$ cat src/logic/conv_geom_pkg.sv
package conv_geom_pkg;

    // window side and cycles from feature address to data
    localparam int KERNEL_SIZE = 5;
    localparam int MEM_LATENCY = 2;

    // map width or coordinate, up to 31 columns
    localparam int WIDTH_W = 5;

    // memory address widths
    localparam int FEATURE_ADDR_W = 10;
    localparam int WEIGHT_ADDR_W  = 8;
    localparam int BIAS_ADDR_W    = 5;

    // index of a 5-row band
    localparam int BAND_W = 3;

    typedef logic [WIDTH_W-1:0]        width_t;
    typedef logic [FEATURE_ADDR_W-1:0] feature_addr_t;
    typedef logic [WEIGHT_ADDR_W-1:0]  weight_addr_t;
    typedef logic [BIAS_ADDR_W-1:0]    bias_addr_t;

endpackage

$ cat src/logic/conv_step_pkg.sv
package conv_step_pkg;

    // how the window reached its current position
    typedef enum logic [1:0] {
        MOVE_RIGHT = 2'd0,
        MOVE_DOWN  = 2'd1,
        MOVE_LEFT  = 2'd2
    } field_move_t;

    // row of the window top inside its band, 0 to 4
    typedef logic [2:0] row_in_band_t;

    localparam row_in_band_t ROW_IN_BAND_LAST = row_in_band_t'(conv_geom_pkg::KERNEL_SIZE - 1);

    // leading column offset when scanning right, also the output width shrink
    localparam int LEAD_OFFSET  = conv_geom_pkg::KERNEL_SIZE - 1;
    localparam int ALIGN_STAGES = conv_geom_pkg::MEM_LATENCY + 1;

endpackage

$ cat src/logic/scan_step_if.sv
`timescale 1ns/100ps

// one window position per cycle from the sequencer
interface scan_step_if;

    logic                             valid;
    conv_step_pkg::field_move_t       move;
    // left column of the window
    conv_geom_pkg::width_t            col;
    conv_step_pkg::row_in_band_t      row_in_band;
    // band holding the window top row
    logic [conv_geom_pkg::BAND_W-1:0] band;
    logic                             dir_left;
    logic                             last;

    modport seq (output valid, move, col, row_in_band, band, dir_left, last);

    modport addr (input valid, col, band, dir_left);

    modport align (input valid, move, row_in_band, band, dir_left, last);

endinterface

$ cat src/logic/conv_5x5_ctrl.sv
`timescale 1ns/100ps

module conv_5x5_ctrl (
    input  logic                         clk,
    input  logic                         rst_n,
    input  logic                         go,
    input  conv_geom_pkg::width_t        feature_in_width,
    output logic                         busy,
    output conv_geom_pkg::weight_addr_t  weight_addr,
    output conv_geom_pkg::bias_addr_t    bias_addr,
    output logic                         bias_valid,
    output conv_geom_pkg::feature_addr_t feature_addr_b0,
    output conv_geom_pkg::feature_addr_t feature_addr_b1,
    output logic                         feature_addr_valid,
    output logic                         conv_compute_en,
    output conv_step_pkg::field_move_t   field_move,
    output logic                         newline,
    output logic                         direction,
    output conv_step_pkg::row_in_band_t  internal_row,
    output logic                         b0_low,
    output logic                         done
);

    // shared by the address generator and the flag pipeline
    scan_step_if step_bus ();

    conv_scan_sequencer u_sequencer (
        .clk              (clk),
        .rst_n            (rst_n),
        .go               (go),
        .feature_in_width (feature_in_width),
        .busy             (busy),
        .weight_addr      (weight_addr),
        .bias_addr        (bias_addr),
        .bias_valid       (bias_valid),
        .step             (step_bus.seq)
    );

    conv_window_addr u_window_addr (
        .clk                (clk),
        .rst_n              (rst_n),
        .step               (step_bus.addr),
        .feature_in_width   (feature_in_width),
        .feature_addr_b0    (feature_addr_b0),
        .feature_addr_b1    (feature_addr_b1),
        .feature_addr_valid (feature_addr_valid)
    );

    conv_flag_align u_flag_align (
        .clk             (clk),
        .rst_n           (rst_n),
        .step            (step_bus.align),
        .conv_compute_en (conv_compute_en),
        .field_move      (field_move),
        .newline         (newline),
        .direction       (direction),
        .internal_row    (internal_row),
        .b0_low          (b0_low),
        .done            (done)
    );

endmodule

$ cat src/logic/conv_flag_align.sv
`timescale 1ns/100ps

module conv_flag_align (
    input  logic                        clk,
    input  logic                        rst_n,
    scan_step_if.align                  step,
    output logic                        conv_compute_en,
    output conv_step_pkg::field_move_t  field_move,
    output logic                        newline,
    output logic                        direction,
    output conv_step_pkg::row_in_band_t internal_row,
    output logic                        b0_low,
    output logic                        done
);

    logic [conv_step_pkg::ALIGN_STAGES-1:0] valid_sr;
    logic [conv_step_pkg::ALIGN_STAGES-1:0] last_sr;
    logic [conv_step_pkg::ALIGN_STAGES-1:0] dir_sr;
    logic [conv_step_pkg::ALIGN_STAGES-1:0] b0_low_sr;
    conv_step_pkg::field_move_t             move_sr [conv_step_pkg::ALIGN_STAGES];
    conv_step_pkg::row_in_band_t            row_sr  [conv_step_pkg::ALIGN_STAGES];

    // address register plus memory latency, several positions in flight
    always_ff @(posedge clk or negedge rst_n) begin
        if (!rst_n) begin
            valid_sr  <= '0;
            last_sr   <= '0;
            dir_sr    <= '0;
            b0_low_sr <= '0;
            for (int i = 0; i < conv_step_pkg::ALIGN_STAGES; i++) begin
                move_sr[i] <= conv_step_pkg::MOVE_RIGHT;
                row_sr[i]  <= '0;
            end
        end else begin
            valid_sr  <= {valid_sr[conv_step_pkg::ALIGN_STAGES-2:0], step.valid};
            last_sr   <= {last_sr[conv_step_pkg::ALIGN_STAGES-2:0], step.last};
            dir_sr    <= {dir_sr[conv_step_pkg::ALIGN_STAGES-2:0], step.dir_left};
            b0_low_sr <= {b0_low_sr[conv_step_pkg::ALIGN_STAGES-2:0], step.band[0]};
            move_sr[0] <= step.move;
            row_sr[0]  <= step.row_in_band;
            for (int i = 1; i < conv_step_pkg::ALIGN_STAGES; i++) begin
                move_sr[i] <= move_sr[i-1];
                row_sr[i]  <= row_sr[i-1];
            end
        end
    end

    // flags come from the final stage, in step with the returned data
    assign conv_compute_en = valid_sr[conv_step_pkg::ALIGN_STAGES-1];
    assign field_move      = move_sr[conv_step_pkg::ALIGN_STAGES-1];
    assign newline         = conv_compute_en && (field_move == conv_step_pkg::MOVE_DOWN);
    assign direction       = dir_sr[conv_step_pkg::ALIGN_STAGES-1];
    assign internal_row    = row_sr[conv_step_pkg::ALIGN_STAGES-1];
    // odd band on top leaves block 0 below
    assign b0_low          = b0_low_sr[conv_step_pkg::ALIGN_STAGES-1];
    assign done            = conv_compute_en && last_sr[conv_step_pkg::ALIGN_STAGES-1];

endmodule

$ cat src/logic/conv_scan_sequencer.sv
`timescale 1ns/100ps

module conv_scan_sequencer (
    input  logic                        clk,
    input  logic                        rst_n,
    input  logic                        go,
    input  conv_geom_pkg::width_t       feature_in_width,
    output logic                        busy,
    output conv_geom_pkg::weight_addr_t weight_addr,
    output conv_geom_pkg::bias_addr_t   bias_addr,
    output logic                        bias_valid,
    scan_step_if.seq                    step
);

    typedef enum logic [1:0] {
        ST_IDLE,
        ST_LOAD,
        ST_SCAN,
        ST_DRAIN
    } state_t;

    state_t                           state;
    logic [2:0]                       phase_cnt;
    conv_geom_pkg::width_t            out_w;
    conv_geom_pkg::width_t            col;
    conv_geom_pkg::width_t            row;
    logic                             dir_left;
    conv_step_pkg::row_in_band_t      row_in_band;
    logic [conv_geom_pkg::BAND_W-1:0] band;
    conv_step_pkg::field_move_t       move;
    logic                             start;
    logic                             load_last;
    logic                             row_end;
    logic                             last_pos;

    assign out_w = feature_in_width - conv_geom_pkg::width_t'(conv_step_pkg::LEAD_OFFSET);

    // go only counts while idle
    assign start     = go && (state == ST_IDLE);
    assign load_last = (state == ST_LOAD) && (phase_cnt == 3'(conv_geom_pkg::KERNEL_SIZE - 1));

    // row end depends on which way the row runs
    assign row_end  = dir_left ? (col == '0) : (col == out_w - 1'b1);
    assign last_pos = row_end && (row == out_w - 1'b1);

    always_ff @(posedge clk or negedge rst_n) begin
        if (!rst_n) begin
            state     <= ST_IDLE;
            phase_cnt <= '0;
        end else begin
            case (state)
                ST_IDLE: begin
                    if (start) begin
                        state     <= ST_LOAD;
                        phase_cnt <= '0;
                    end
                end
                ST_LOAD: begin
                    if (load_last) begin
                        state     <= ST_SCAN;
                        phase_cnt <= '0;
                    end else begin
                        phase_cnt <= phase_cnt + 1'b1;
                    end
                end
                ST_SCAN: begin
                    if (last_pos) begin
                        state <= ST_DRAIN;
                    end
                end
                // wait until the last position reaches the flag outputs
                default: begin
                    if (phase_cnt == 3'(conv_geom_pkg::MEM_LATENCY - 1)) begin
                        state     <= ST_IDLE;
                        phase_cnt <= '0;
                    end else begin
                        phase_cnt <= phase_cnt + 1'b1;
                    end
                end
            endcase
        end
    end

    assign busy = (state != ST_IDLE);

    // one weight row per load cycle, one bias per job; both keep counting across jobs
    always_ff @(posedge clk or negedge rst_n) begin
        if (!rst_n) begin
            weight_addr <= '0;
            bias_addr   <= '0;
            bias_valid  <= 1'b0;
        end else begin
            bias_valid <= start;
            if (start) begin
                bias_addr <= bias_addr + 1'b1;
            end
            if (start || ((state == ST_LOAD) && !load_last)) begin
                weight_addr <= weight_addr + 1'b1;
            end
        end
    end

    // serpentine walk, band tracked as the window top moves down
    always_ff @(posedge clk or negedge rst_n) begin
        if (!rst_n) begin
            col         <= '0;
            row         <= '0;
            dir_left    <= 1'b0;
            row_in_band <= '0;
            band        <= '0;
            move        <= conv_step_pkg::MOVE_RIGHT;
        end else if (start) begin
            col         <= '0;
            row         <= '0;
            dir_left    <= 1'b0;
            row_in_band <= '0;
            band        <= '0;
            move        <= conv_step_pkg::MOVE_RIGHT;
        end else if ((state == ST_SCAN) && !last_pos) begin
            if (row_end) begin
                row      <= row + 1'b1;
                dir_left <= !dir_left;
                move     <= conv_step_pkg::MOVE_DOWN;
                if (row_in_band == conv_step_pkg::ROW_IN_BAND_LAST) begin
                    row_in_band <= '0;
                    band        <= band + 1'b1;
                end else begin
                    row_in_band <= row_in_band + 1'b1;
                end
            end else begin
                col  <= dir_left ? col - 1'b1 : col + 1'b1;
                move <= dir_left ? conv_step_pkg::MOVE_LEFT : conv_step_pkg::MOVE_RIGHT;
            end
        end
    end

    assign step.valid       = (state == ST_SCAN);
    assign step.move        = move;
    assign step.col         = col;
    assign step.row_in_band = row_in_band;
    assign step.band        = band;
    assign step.dir_left    = dir_left;
    assign step.last        = last_pos;

endmodule

$ cat src/logic/conv_window_addr.sv
`timescale 1ns/100ps

module conv_window_addr (
    input  logic                         clk,
    input  logic                         rst_n,
    scan_step_if.addr                    step,
    input  conv_geom_pkg::width_t        feature_in_width,
    output conv_geom_pkg::feature_addr_t feature_addr_b0,
    output conv_geom_pkg::feature_addr_t feature_addr_b1,
    output logic                         feature_addr_valid
);

    conv_geom_pkg::width_t          lead_col;
    logic [conv_geom_pkg::BAND_W:0] lower_band;
    conv_geom_pkg::feature_addr_t   upper_addr;
    conv_geom_pkg::feature_addr_t   lower_addr;

    // new column entering the window, right edge when scanning right
    assign lead_col = step.dir_left ? step.col
                                    : step.col + conv_geom_pkg::width_t'(conv_step_pkg::LEAD_OFFSET);

    assign lower_band = {1'b0, step.band} + 1'b1;

    // each block word is one band column, two bands per block row of the map
    assign upper_addr = conv_geom_pkg::feature_addr_t'(step.band >> 1)
                      * conv_geom_pkg::feature_addr_t'(feature_in_width)
                      + conv_geom_pkg::feature_addr_t'(lead_col);

    assign lower_addr = conv_geom_pkg::feature_addr_t'(lower_band >> 1)
                      * conv_geom_pkg::feature_addr_t'(feature_in_width)
                      + conv_geom_pkg::feature_addr_t'(lead_col);

    always_ff @(posedge clk or negedge rst_n) begin
        if (!rst_n) begin
            feature_addr_valid <= 1'b0;
            feature_addr_b0    <= '0;
            feature_addr_b1    <= '0;
        end else begin
            feature_addr_valid <= step.valid;
            if (step.valid) begin
                // odd upper band sits in block 1
                if (step.band[0]) begin
                    feature_addr_b0 <= lower_addr;
                    feature_addr_b1 <= upper_addr;
                end else begin
                    feature_addr_b0 <= upper_addr;
                    feature_addr_b1 <= lower_addr;
                end
            end
        end
    end

endmodule

$ cat config.mk
export PLATFORM = sky130hd
export DESIGN_NAME = conv_5x5_ctrl
export DESIGN_NICKNAME = d
export VERILOG_FILES = /design/src/logic/conv_geom_pkg.sv /design/src/logic/conv_step_pkg.sv /design/src/logic/scan_step_if.sv /design/src/logic/conv_5x5_ctrl.sv /design/src/logic/conv_flag_align.sv /design/src/logic/conv_scan_sequencer.sv /design/src/logic/conv_window_addr.sv
export SDC_FILE = /design/constraint.sdc
export NUM_CORES = 1
export LEC_CHECK = 0
export BUFFER_PORTS_ARGS = -buffer_cell sky130_fd_sc_hd__buf_4
export CORE_UTILIZATION = 40
export DETAILED_ROUTE_END_ITERATION = 10
export PLACE_DENSITY = 0.6
export SYNTH_ARGS = -nofsm -noshare
export SYNTH_HDL_FRONTEND = slang
export SYNTH_HIERARCHICAL = 1
export SYNTH_SLANG_ARGS = --single-unit
$ cat constraint.sdc
create_clock -name clk -period 4.63 [get_ports clk]
set_clock_uncertainty 0.05 [all_clocks]
set_input_delay 0.2315 -clock clk [delete_from_list [all_inputs] [get_ports clk]]
set_output_delay 0.2315 -clock clk [all_outputs]
set_load 0.05 [all_outputs]
Word level (Yosys, flattened, before mapping)

Index checks and enable logic that the tools add are counted.

Reductions and logical operators: 23
Eq/ne operators: 12
Multiply operators: 2
Bitwise gates (word level): 1
Mux-type cells: 35
Add/sub/neg operators: 14

Operator list:

| cell                | number |
|---|---|
| $mux 5              | 8 |
| $mux 3              | 11 |
| $add 10x5->10       | 2 |
| $mux 10             | 2 |
| $mux 2              | 8 |
| $add 5x1->5 const B | 3 |
| $eq 5x5->1          | 2 |
| $sub 5x1->5 const B | 2 |
| $add 3x1->3 const B | 3 |
| $pmux 3 s3          | 1 |
| $add 8x1->8 const B | 1 |
| $mul 3x5->8         | 1 |
| $reduce_bool 2->1   | 4 |
| $logic_and 1x1->1   | 7 |
| $mul 2x5->7         | 1 |
| $eq 3x3->1 const B  | 2 |
| $ne 2x1->1 const B  | 3 |
| $pmux 2 s3          | 1 |
| $reduce_and 2->1    | 3 |
| $add 5x3->5 const B | 1 |
| $logic_not 5->1     | 1 |
| $sub 5x3->5 const B | 1 |
| $add 3x1->4 const B | 1 |
| $eq 2x1->1 const B  | 2 |
| other kinds (11)    | 16 |

Logic and storage cells: 111
Output and inout bits: 46
Input port bits: 8
Bits in registers: 86

Logic depth before layout (Yosys ltp)

Gate-level depths: netlist of the first run.

Depth in word-level cells: 9
Depth in mapped cells: 13
Mapped depth without buffers: 13

Hierarchy

The synthesis of the first run kept the hierarchy.

By module, submodules not included:

| module              | instances | area an instance (um2) | cells each | sequential area each (um2) |
|---|---|---|---|---|
| conv_scan_sequencer | 1         | 2333.5                 | 230        | 950.9 |
| conv_window_addr    | 1         | 1814.2                 | 196        | 475.5 |
| conv_flag_align     | 1         | 728.2                  | 34         | 675.6 |

Least setup slack after synthesis of the first run

No wires, ideal clock.

Path type: reg2reg
Start: register u_sequencer.band, in the netlist u_sequencer/step.band[1]
End: register u_window_addr.feature_addr_b0[7]
Path buffers: 0
Setup slack: 1256 ps
Data required time: 4479 ps
Library setup time: 101 ps
Arrival time: 3223 ps
Cell stages (with the launch flop): 14
Period minus slack after synthesis: 3374 ps
Cells stage by stage: dfrtp_1 ha_1 xor2_1 and2_1 fa_1 inv_1 fa_1 inv_1 ha_1 nor2b_4 o31a_1 o21ai_2 a21boi_1 o32ai_1

Word-level cells in the longest chain between the ends: 4
Elaborated cells between the ends (all ways): 6
Classes of those cells: add/sub (3); mul (2); mux (1)

RTL lines:

| item                   | line                       | text |
|---|---|---|
| start, declared        | conv_scan_sequencer.sv:29  | `logic [conv_geom_pkg::BAND_W-1:0] band;` |
| start signal, assigned | conv_scan_sequencer.sv:126 | `band <= band + 1'b1;` |
| $add 3x1->4            | conv_window_addr.sv:22     | `assign lower_band = {1'b0, step.band} + 1'b1;` |
| $mul 3x5->8            | conv_window_addr.sv:30     | `* conv_geom_pkg::feature_addr_t'(feature_in_width)` |
| $add 10x5->10          | conv_window_addr.sv:31     | `+ conv_geom_pkg::feature_addr_t'(lead_col);` |
| $mux 10 *              | conv_window_addr.sv:42     | `if (step.band[0]) begin` |
| end signal, assigned   | conv_window_addr.sv:43     | `feature_addr_b0 <= lower_addr;` |
| end signal, assigned   | conv_window_addr.sv:46     | `feature_addr_b0 <= upper_addr;` |
| end, declared          | conv_window_addr.sv:8      | `output conv_geom_pkg::feature_addr_t feature_addr_b0,` |

Mark *: on every way between the ends. The rest lies on a longest branch, timed or not.
A chain may end at the register's enable or synchronous reset.

Final worst setup path of the first run

Start: register u_sequencer.band, in the netlist u_sequencer/step.band[1]
End: register u_window_addr.feature_addr_b1[7]

Word-level cells in the longest chain between the ends: 4
Elaborated cells between the ends (all ways): 6
Classes of those cells: add/sub (3); mul (2); mux (1)

RTL lines:

| item                 | line                   | text |
|---|---|---|
| $add 3x1->4          | conv_window_addr.sv:22 |  |
| $mul 3x5->8          | conv_window_addr.sv:30 |  |
| $add 10x5->10        | conv_window_addr.sv:31 |  |
| $mux 10 *            | conv_window_addr.sv:42 |  |
| end signal, assigned | conv_window_addr.sv:44 | `feature_addr_b1 <= upper_addr;` |
| end signal, assigned | conv_window_addr.sv:47 | `feature_addr_b1 <= lower_addr;` |
| end, declared        | conv_window_addr.sv:9  | `output conv_geom_pkg::feature_addr_t feature_addr_b1,` |

Marks and branches as above.

==> flow_metrics.env, run 1 <==
export IMPL_routed_wire_length_per_instance_um=14.6
export IMPL_vdd_drop_max_mv=0.226
export IMPL_path_cells="ha_1 > xor2_1 > and2_1 > fa_1 > inv_1 > fa_1 > inv_1 > ha_1 > nor2b_4 > o31a_1 > o21ai_2 > a21boi_1 > o32ai_1"
export IMPL_num_rows=39
export IMPL_drt_pass1_iter_count=4
export IMPL_groute_usage_overall=0.163
export IMPL_global_route_wire_length_before_repair_um=16300
export IMPL_cp_top_family="adder cells"
export IMPL_clock_sinks=84
export IMPL_numPortBuffers=51
export IMPL_critical_path_maximum_fanout=9
export IMPL_total_routed_wirelength_um=9560
export IMPL_post_synth_xor_area_fraction=0.0680
export IMPL_critical_path_buffer_and_inverter_count=2
export IMPL_finalHoldViolations=0
export IMPL_crit_path_top_delay_cell="sky130_fd_sc_hd__fa_1"
export IMPL_synth_mux_area_fraction=0.0364
export IMPL_setup_worst_path_end="u_window_addr/feature_addr_b1[7]"
export IMPL_post_synth_edffs=0
export IMPL_nFillCells=1051
export IMPL_die_h_um=112
export IMPL_detail_route_antenna_nets=0
export IMPL_clk_insertion_delay_late_ns=0.34
export IMPL_totalNegativeSetupSlack_ns=0
export IMPL_area_growth_from_synthesis_to_layout_pct=15.8
export IMPL_fin_nets=566
export IMPL_compound_cell_area_share_of_the_yosys_netlist=0.126
export IMPL_design_die_area_sq_mm=0.0126
export IMPL_cp_slowest_stage_delay_ns=0.53
export IMPL_hold_ws_ns=0.0428
export IMPL_worst_endpoint_arrival_ns=3.83
export IMPL_grt_setup_unrepaired="false"
export IMPL_setup_worst_path_end_class="flip-flop"
export IMPL_synth_seq_cells=84
export IMPL_max_cap_violations=0
export IMPL_power_leakage_nw=2.75
export IMPL_synth_area_top_cells="sky130_fd_sc_hd__dfrtp_1 (43%), sky130_fd_sc_hd__ha_1 (9.5%), sky130_fd_sc_hd__fa_1 (5.3%)"
export IMPL_timing_rr_start="u_sequencer/step.band[1]"
export IMPL_grt_pass1_vias=3344
export IMPL_synth_warnings=6
export IMPL_dp_hpwl_um=6770
export IMPL_post_synth_top_count_cell="sky130_fd_sc_hd__dfrtp_1"
export IMPL_finalCritPeriodShare=0.790
export IMPL_slew_violations=0
export IMPL_postCtsSetupBuffers=0
export IMPL_power_density_mw_per_mm2=604
export IMPL_synthesis_instances=460
export IMPL_io_pins=54
export IMPL_htree_levels=3
export IMPL_die_width_um=112
export IMPL_synth_top_area_frac=0.431
export IMPL_final_period_minus_worst_setup_slack_ns=3.66
export IMPL_antennaDiodeCount=0
export IMPL_path_class="flip-flop to flip-flop"
export IMPL_relSlewSlack=0.298
export IMPL_finalSetupViolations=0
export IMPL_critical_path_startpoint_type="flip-flop"
export IMPL_post_synth_num_cell_types=63
export IMPL_drt_iter0_drcs=127
export IMPL_gpl_final_weighted_congestion=0.859
export IMPL_synth_simple_gate_area_share=0.135
export IMPL_outcome="finished clean"
export IMPL_reg2reg_depth=13
export IMPL_syn_cell_area_sq_mm=0.00488
export IMPL_synth_top_family_by_area="adder cells"
export IMPL_tritoncts_clock_tree="built"
export IMPL_max_slew_worst_pin_slew_ns=1.05
export IMPL_globalRoute_totalOverflow=0
export IMPL_number_of_antenna_violations_at_the_first_check_in_global_routing=0
export IMPL_critical_path_required_ns=4.80
export IMPL_critical_path_depth=13
export IMPL_timing_critical_path_from="u_sequencer/step.band[1]"
export IMPL_synth_largest_area_cell="sky130_fd_sc_hd__dfrtp_1"
export IMPL_grt_max_degree=85
export IMPL_drc_errors_left=0
export IMPL_fmax_mhz=273
export IMPL_synthArstFlopShare=1.00
export IMPL_ys_top_cells_by_count="sky130_fd_sc_hd__dfrtp_1 (84), sky130_fd_sc_hd__inv_1 (45), sky130_fd_sc_hd__ha_1 (37)"
export IMPL_syn_avg_cell_area_sq_um=10.6
export IMPL_clock_tree_root_cell="sky130_fd_sc_hd__clkbuf_16"
export IMPL_path_type_of_the_worst_min_delay_path="primary input to asynchronous set/reset pin"
export IMPL_cts_hold_buf=0
export IMPL_crit_reg2reg_capture="u_window_addr/feature_addr_b1[7]"
export IMPL_via_count=3352
export IMPL_ys_flop_type="sky130_fd_sc_hd__dfrtp_1"
export IMPL_cts_repair_resized=0
export IMPL_clk_pin_slew_worst_paths_ns=0.06
export IMPL_design_core_area_sq_mm=0.0117
export IMPL_via_per_inst=5.12
export IMPL_clk_path_buf_depth=2
export IMPL_cts_made_buffers=9
export IMPL_synth_adder_area_share=0.148
export IMPL_fraction_of_layout_cells_with_a_size_suffix_above_1=0.166
export IMPL_synth_yosys_seq_area_share=0.431
export IMPL_starting_density=0.418
export IMPL_ff2ff_setup_slack_ns=0.97
layout make-up:
type                       instances  area, sq um  share of cell area
multi-input combinational        315         2510               0.445
sequential                        84         2100               0.372
timing repair buffer              53          398              0.0705
clock buffer                      11          233              0.0412
tap                              143          179              0.0317
inverter                          45          169              0.0299
clock inverter                     4         51.3             0.00909
state kept, by name, indices dropped and copies added, names as in the netlist, 3 cells and up:
| signal | flops |
|---|---|
| u_window_addr/feature_addr_b0 | 9 |
| u_window_addr/feature_addr_b1 | 9 |
| u_sequencer/weight_addr | 8 |
| u_flag_align/row_sr | 6 |
| u_sequencer/bias_addr | 5 |
| u_sequencer/row | 5 |
| u_sequencer/step.col | 5 |
| u_flag_align/move_sr | 4 |
| u_flag_align/b0_low_sr | 3 |
| u_flag_align/dir_sr | 3 |
| u_flag_align/internal_row | 3 |
| u_flag_align/last_sr | 3 |
| u_flag_align/valid_sr | 3 |
| u_sequencer/phase_cnt | 3 |
| u_sequencer/step.band | 3 |
| u_sequencer/step.row_in_band | 3 |
routing by layer:
layer	wire length (um)	global-route usage	vias up
met2	4400	0.267	60
met4	123	0.0533	0
met3	345	0.0319	9
met5	0	0	-
met1	4690	0.217	1619
li1	-	-	1664
layout by cell type, fill, tap and decap left out, types with 3 or more instances in the layout:
master,n
sky130_fd_sc_hd__nor2b_1,8
sky130_fd_sc_hd__inv_1,45
sky130_fd_sc_hd__a21oi_1,32
sky130_fd_sc_hd__clkbuf_16,9
sky130_fd_sc_hd__nand2_1,30
sky130_fd_sc_hd__buf_4,53
sky130_fd_sc_hd__xor2_1,9
sky130_fd_sc_hd__nand4_1,9
sky130_fd_sc_hd__fa_1,13
sky130_fd_sc_hd__ha_1,37
sky130_fd_sc_hd__nor2_1,20
sky130_fd_sc_hd__o21ai_0,12
sky130_fd_sc_hd__xnor2_1,21
sky130_fd_sc_hd__mux2i_1,11
sky130_fd_sc_hd__or2_2,3
sky130_fd_sc_hd__or3_1,3
sky130_fd_sc_hd__dfrtp_1,84
sky130_fd_sc_hd__mux2_2,6
sky130_fd_sc_hd__or4_1,3
sky130_fd_sc_hd__nand3_1,10
sky130_fd_sc_hd__nand2b_1,7
sky130_fd_sc_hd__a21o_1,5
sky130_fd_sc_hd__and2_1,19
sky130_fd_sc_hd__and3_1,4
sky130_fd_sc_hd__o31ai_1,6
logic make-up after synthesis:
kind of cell	count (synthesis)
compound gates	89
xor+xnor	33
fa+ha+maj	50
buf+inv	62
flops	84
mux	17
other cells	1
simple gates	124
through the flow:
| step | setup WS, ns | total power, mW | cells | instance area [sq um] | util |
|---|---|---|---|---|---|
| final | 0.972 | 3.41 | 655 | 5650 | 0.484 |
| after global routing | 0.784 | 3.65 | 655 | 5650 | 0.484 |
| after CTS | 0.970 | 3.45 | 655 | 5650 | 0.484 |
| after detailed placement | 1.00 | 2.74 | 640 | 5360 | 0.460 |
| after global placement | 1.12 | 2.70 | 640 | 5360 | 0.460 |
| after floorplan | 1.26 | 2.32 | 461 | 4880 | - |
report_power, final:
group	total, mW	switching (mW)	internal (mW)
logic	1.60	1.04	0.566
clock network	0.693	0.278	0.415
registers	1.11	0.173	0.941
worst min-delay path by stage:
stage	from	to	slack (ns)	cells after the start
finish	rst_n	u_window_addr/feature_addr_b0[0]	0.04	1
global route	rst_n	u_sequencer/bias_valid	0.15	1
floorplan	rst_n	u_flag_align/b0_low_sr[0]	-0.11	0
global placement	u_flag_align/move_sr[3]	u_flag_align/field_move[1]	0.28	0
CTS	rst_n	u_window_addr/feature_addr_b0[0]	0.09	1
detailed placement	u_flag_align/move_sr[2]	u_flag_align/field_move[0]	0.28	0
Note: power is estimated with default switching activity, not from simulation.
==> run 2, diff against run 1 <==
ABC_AREA = 1   (was not set)
clock period = 3.55 ns   (was 4.63 ns; I/O delays follow)
==> run 2 against run 1 <==
  * Die area increased by 1.5%
  * Global-route usage increased by 0.72 points
  * Sequential share of layout area is 1.1 points lower
  * Power rose by 53%
  * Combinational power increased by 69%
  * Critical path depth is 2 higher
  * Clock power rose by 42%
  * Setup slack worse by 0.59 ns
  * Hold slack improved by 0.21 ns
  * Sequential power grew 39%
==> flow_metrics.env, run 2 <==
export IMPL_path_class="flip-flop to flip-flop"
export IMPL_fraction_of_layout_cells_with_a_size_suffix_above_1=0.145
export IMPL_comb_power_share=0.516
export IMPL_use_met1=0.230
export IMPL_design_core_area_sq_mm=0.0121
export IMPL_layout_commonest_cell="sky130_fd_sc_hd__nand2_1"
export IMPL_postCtsSetupBuffers=0
export IMPL_grt_setup_unrepaired="false"
export IMPL_clock_sinks=84
export IMPL_path_type_of_the_worst_min_delay_path="primary input to flip-flop"
export IMPL_area_growth_from_synthesis_to_layout_pct=17.5
export IMPL_max_slew_worst_pin_slew_ns=0.827
export IMPL_slew_violations=0
export IMPL_critical_path_maximum_fanout=6
export IMPL_antennaDiodeCount=0
export IMPL_tritoncts_clock_tree="built"
export IMPL_final_cell_area_excluding_filler_cells_sq_mm=0.00582
export IMPL_clock_tree_root_cell="sky130_fd_sc_hd__clkbuf_16"
export IMPL_post_synth_top_count_cell="sky130_fd_sc_hd__nand2_1"
export IMPL_power_leakage_nw=3.23
export IMPL_critical_path_startpoint_type="flip-flop"
export IMPL_placedCellCount=794
export IMPL_place_area_sq_mm=0.00549
export IMPL_crit_path_top_delay_cell="sky130_fd_sc_hd__fa_1"
export IMPL_finalHoldViolations=0
export IMPL_grt_busiest_layer="met2"
export IMPL_dpl_worst_slack_ns=0.371
export IMPL_syn_avg_cell_area_sq_um=8.52
export IMPL_ys_flop_type="sky130_fd_sc_hd__dfrtp_1"
export IMPL_dp_hpwl_um=7440
export IMPL_hold_depth=4
export IMPL_number_of_antenna_violations_at_the_first_check_in_global_routing=0
export IMPL_htree_levels=3
export IMPL_synth_yosys_seq_area_share=0.425
export IMPL_total_routed_wirelength_um=9890
export IMPL_cts_made_buffers=9
export IMPL_globalRoute_totalOverflow=0
export IMPL_vdd_drop_max_mv=0.357
export IMPL_post_synth_edffs=0
export IMPL_cp_common_cell="sky130_fd_sc_hd__nand2_1"
export IMPL_totalNegativeSetupSlack_ns=0
export IMPL_io_pins=54
export IMPL_finalCritPeriodShare=0.892
export IMPL_grt_pass1_vias=3691
export IMPL_numPortBuffers=51
export IMPL_fin_nets=696
export IMPL_met2_usage=0.269
export IMPL_share_seq_of_total_power=0.295
export IMPL_die_width_um=113
export IMPL_fmax_mhz=316
export IMPL_synth_largest_area_cell="sky130_fd_sc_hd__dfrtp_1"
export IMPL_synth_seq_cells=84
export IMPL_synthArstFlopShare=1.00
export IMPL_clkPwrFrac=0.188
export IMPL_drt_iter0_drcs=298
export IMPL_cp_slowest_stage_delay_ns=0.52
export IMPL_finalWorstSetupSlack_ns=0.383
export IMPL_synth_area_top_cells="sky130_fd_sc_hd__dfrtp_1 (42%), sky130_fd_sc_hd__nand2_1 (12%), sky130_fd_sc_hd__ha_1 (9.4%)"
export IMPL_drt_pass1_iter_count=5
export IMPL_max_cap_violations=0
export IMPL_internal_power_mw=2.79
export IMPL_ys_top_cells_by_count="sky130_fd_sc_hd__nand2_1 (162), sky130_fd_sc_hd__inv_1 (89), sky130_fd_sc_hd__dfrtp_1 (84)"
export IMPL_final_period_minus_worst_setup_slack_ns=3.17
export IMPL_critical_path_required_ns=3.72
export IMPL_gpl_final_weighted_congestion=0.838
export IMPL_syn_cell_area_sq_mm=0.00495
export IMPL_outcome="finished clean"
export IMPL_via_count=3800
export IMPL_path_cells="ha_1 > or2_1 > nand2_1 > nor2_1 > fa_1 > inv_1 > fa_1 > inv_1 > ha_1 > a21oi_1 > nand2_1 > nand2_1 > nand3_1 > nand2_1 > nand2_1"
export IMPL_synth_warnings=6
export IMPL_synthesis_instances=581
export IMPL_total_switching_power_mw=2.44
export IMPL_overall_power_mw=5.23
export IMPL_setup_worst_path_end_class="flip-flop"
export IMPL_via_per_inst=4.69
export IMPL_starting_density=0.410
export IMPL_drc_errors_left=0
export IMPL_post_synth_num_cell_types=36
export IMPL_relSlewSlack=0.449
export IMPL_detail_route_antenna_nets=0
export IMPL_synth_top_area_frac=0.425
export IMPL_groute_usage_overall=0.170
export IMPL_global_route_wire_length_before_repair_um=17300
export IMPL_clk_path_buf_depth=2
export IMPL_routed_wire_length_per_instance_um=12.2
export IMPL_die_h_um=113
export IMPL_clk_pin_slew_worst_paths_ns=0.06
export IMPL_worst_endpoint_arrival_ns=3.34
export IMPL_groute_layer_met3_usage=0.0386
export IMPL_num_rows=40
export IMPL_power_density_mw_per_mm2=899
export IMPL_top_regs="u_window_addr/feature_addr_b0: 9 flops, u_window_addr/feature_addr_b1: 9 flops, u_sequencer/weight_addr: 8 flops"
export IMPL_finalSetupViolations=0
export IMPL_grt_max_degree=69
export IMPL_netSwitchingFraction=0.466
export IMPL_stdcell_count=810
export IMPL_reg2reg_depth=15
export IMPL_clk_insertion_delay_late_ns=0.33
export IMPL_design_die_area_sq_mm=0.0128
export IMPL_commonest_cells_after_routing_fill_and_taps_aside="sky130_fd_sc_hd__nand2_1 (162), sky130_fd_sc_hd__inv_1 (89), sky130_fd_sc_hd__dfrtp_1 (84)"
## run 2: path summary, 6_finish.rpt
| kind | start | to | slack (ns) |
|---|---|---|---|
| worst min register to register | u_flag_align/valid_sr[0] | u_flag_align/valid_sr[1] | 0.30 |
| worst max register to register | u_sequencer/step.band[0] | u_window_addr/feature_addr_b1[8] | 0.38 |
| worst min-delay path | go | u_sequencer/phase_cnt[2] | 0.26 |
| max in group asynchronous | rst_n | u_sequencer/row[0] | 2.23 |
| worst max-delay path | u_sequencer/step.band[0] | u_window_addr/feature_addr_b1[8] | 0.38 |
| min in group asynchronous | rst_n | u_window_addr/feature_addr_b1[7] | 0.43 |
## run 2: cell families (layout without fill, tap and decap cells)
| logic type | after synthesis | after routing | synth area share |
|---|---|---|---|
| simple gates | 280 | 280 | 0.249 |
| buf+inv | 105 | 165 | 0.0890 |
| flops | 84 | 84 | 0.425 |
| fa+ha+maj | 50 | 50 | 0.146 |
| compound gates | 37 | 37 | 0.0470 |
| xor+xnor | 23 | 23 | 0.0407 |
| other cells | 1 | 2 | 0.000758 |
| mux | 1 | 1 | 0.00227 |
## run 2: repair_timing
action	4_1_cts	5_1_grt
hold buffers	1	0
hold endpoints to repair	67	0
resized for setup	0	0
## run 2: cell type report
| type | instances | area [sq um] |
|---|---|---|
| Multi-Input combinational cell | 393 | 2410 |
| Sequential cell | 84 | 2100 |
| Clock inverter | 5 | 85.1 |
| Tap cell | 168 | 210 |
| Timing Repair Buffer | 56 | 423 |
| Fill cell | 1162 | 6250 |
| Clock buffer | 10 | 229 |
| Inverter | 94 | 355 |
## run 2: through the flow
stage | hold slack [ns] | util
2_1_floorplan | -0.168 | -
3_3_place_gp | 0.277 | 0.455
3_5_place_dp | 0.281 | 0.455
4_1_cts | 0.233 | 0.482
5_1_grt | 0.259 | 0.482
6_report | 0.256 | 0.482
## run 2: power groups by stage
stage	clock network (mW)	registers, mW	logic [mW]
6_report	0.985	1.54	2.70
5_1_grt	1.05	1.59	3.02
4_1_cts	1.02	1.55	2.72
3_5_place_dp	0	1.56	2.70
3_3_place_gp	0	1.55	2.66
2_1_floorplan	0	1.99	1.58
## run 2: layer usage
layer	up-vias	wire, um
li1	1944	-
met1	1781	4830
met2	67	4600
met3	8	358
met4	0	98
met5	-	0
## run 2: worst max-delay path: cells and delay by family (launching register included)
family                   cells  cell delay [ns]
adder cells (fa/ha/maj)      4             1.59
AND/OR/NAND/NOR              8             0.74
flip-flops                   1             0.38
AO/OA/AOI/OAI                1             0.19
buffers and inverters        2             0.10
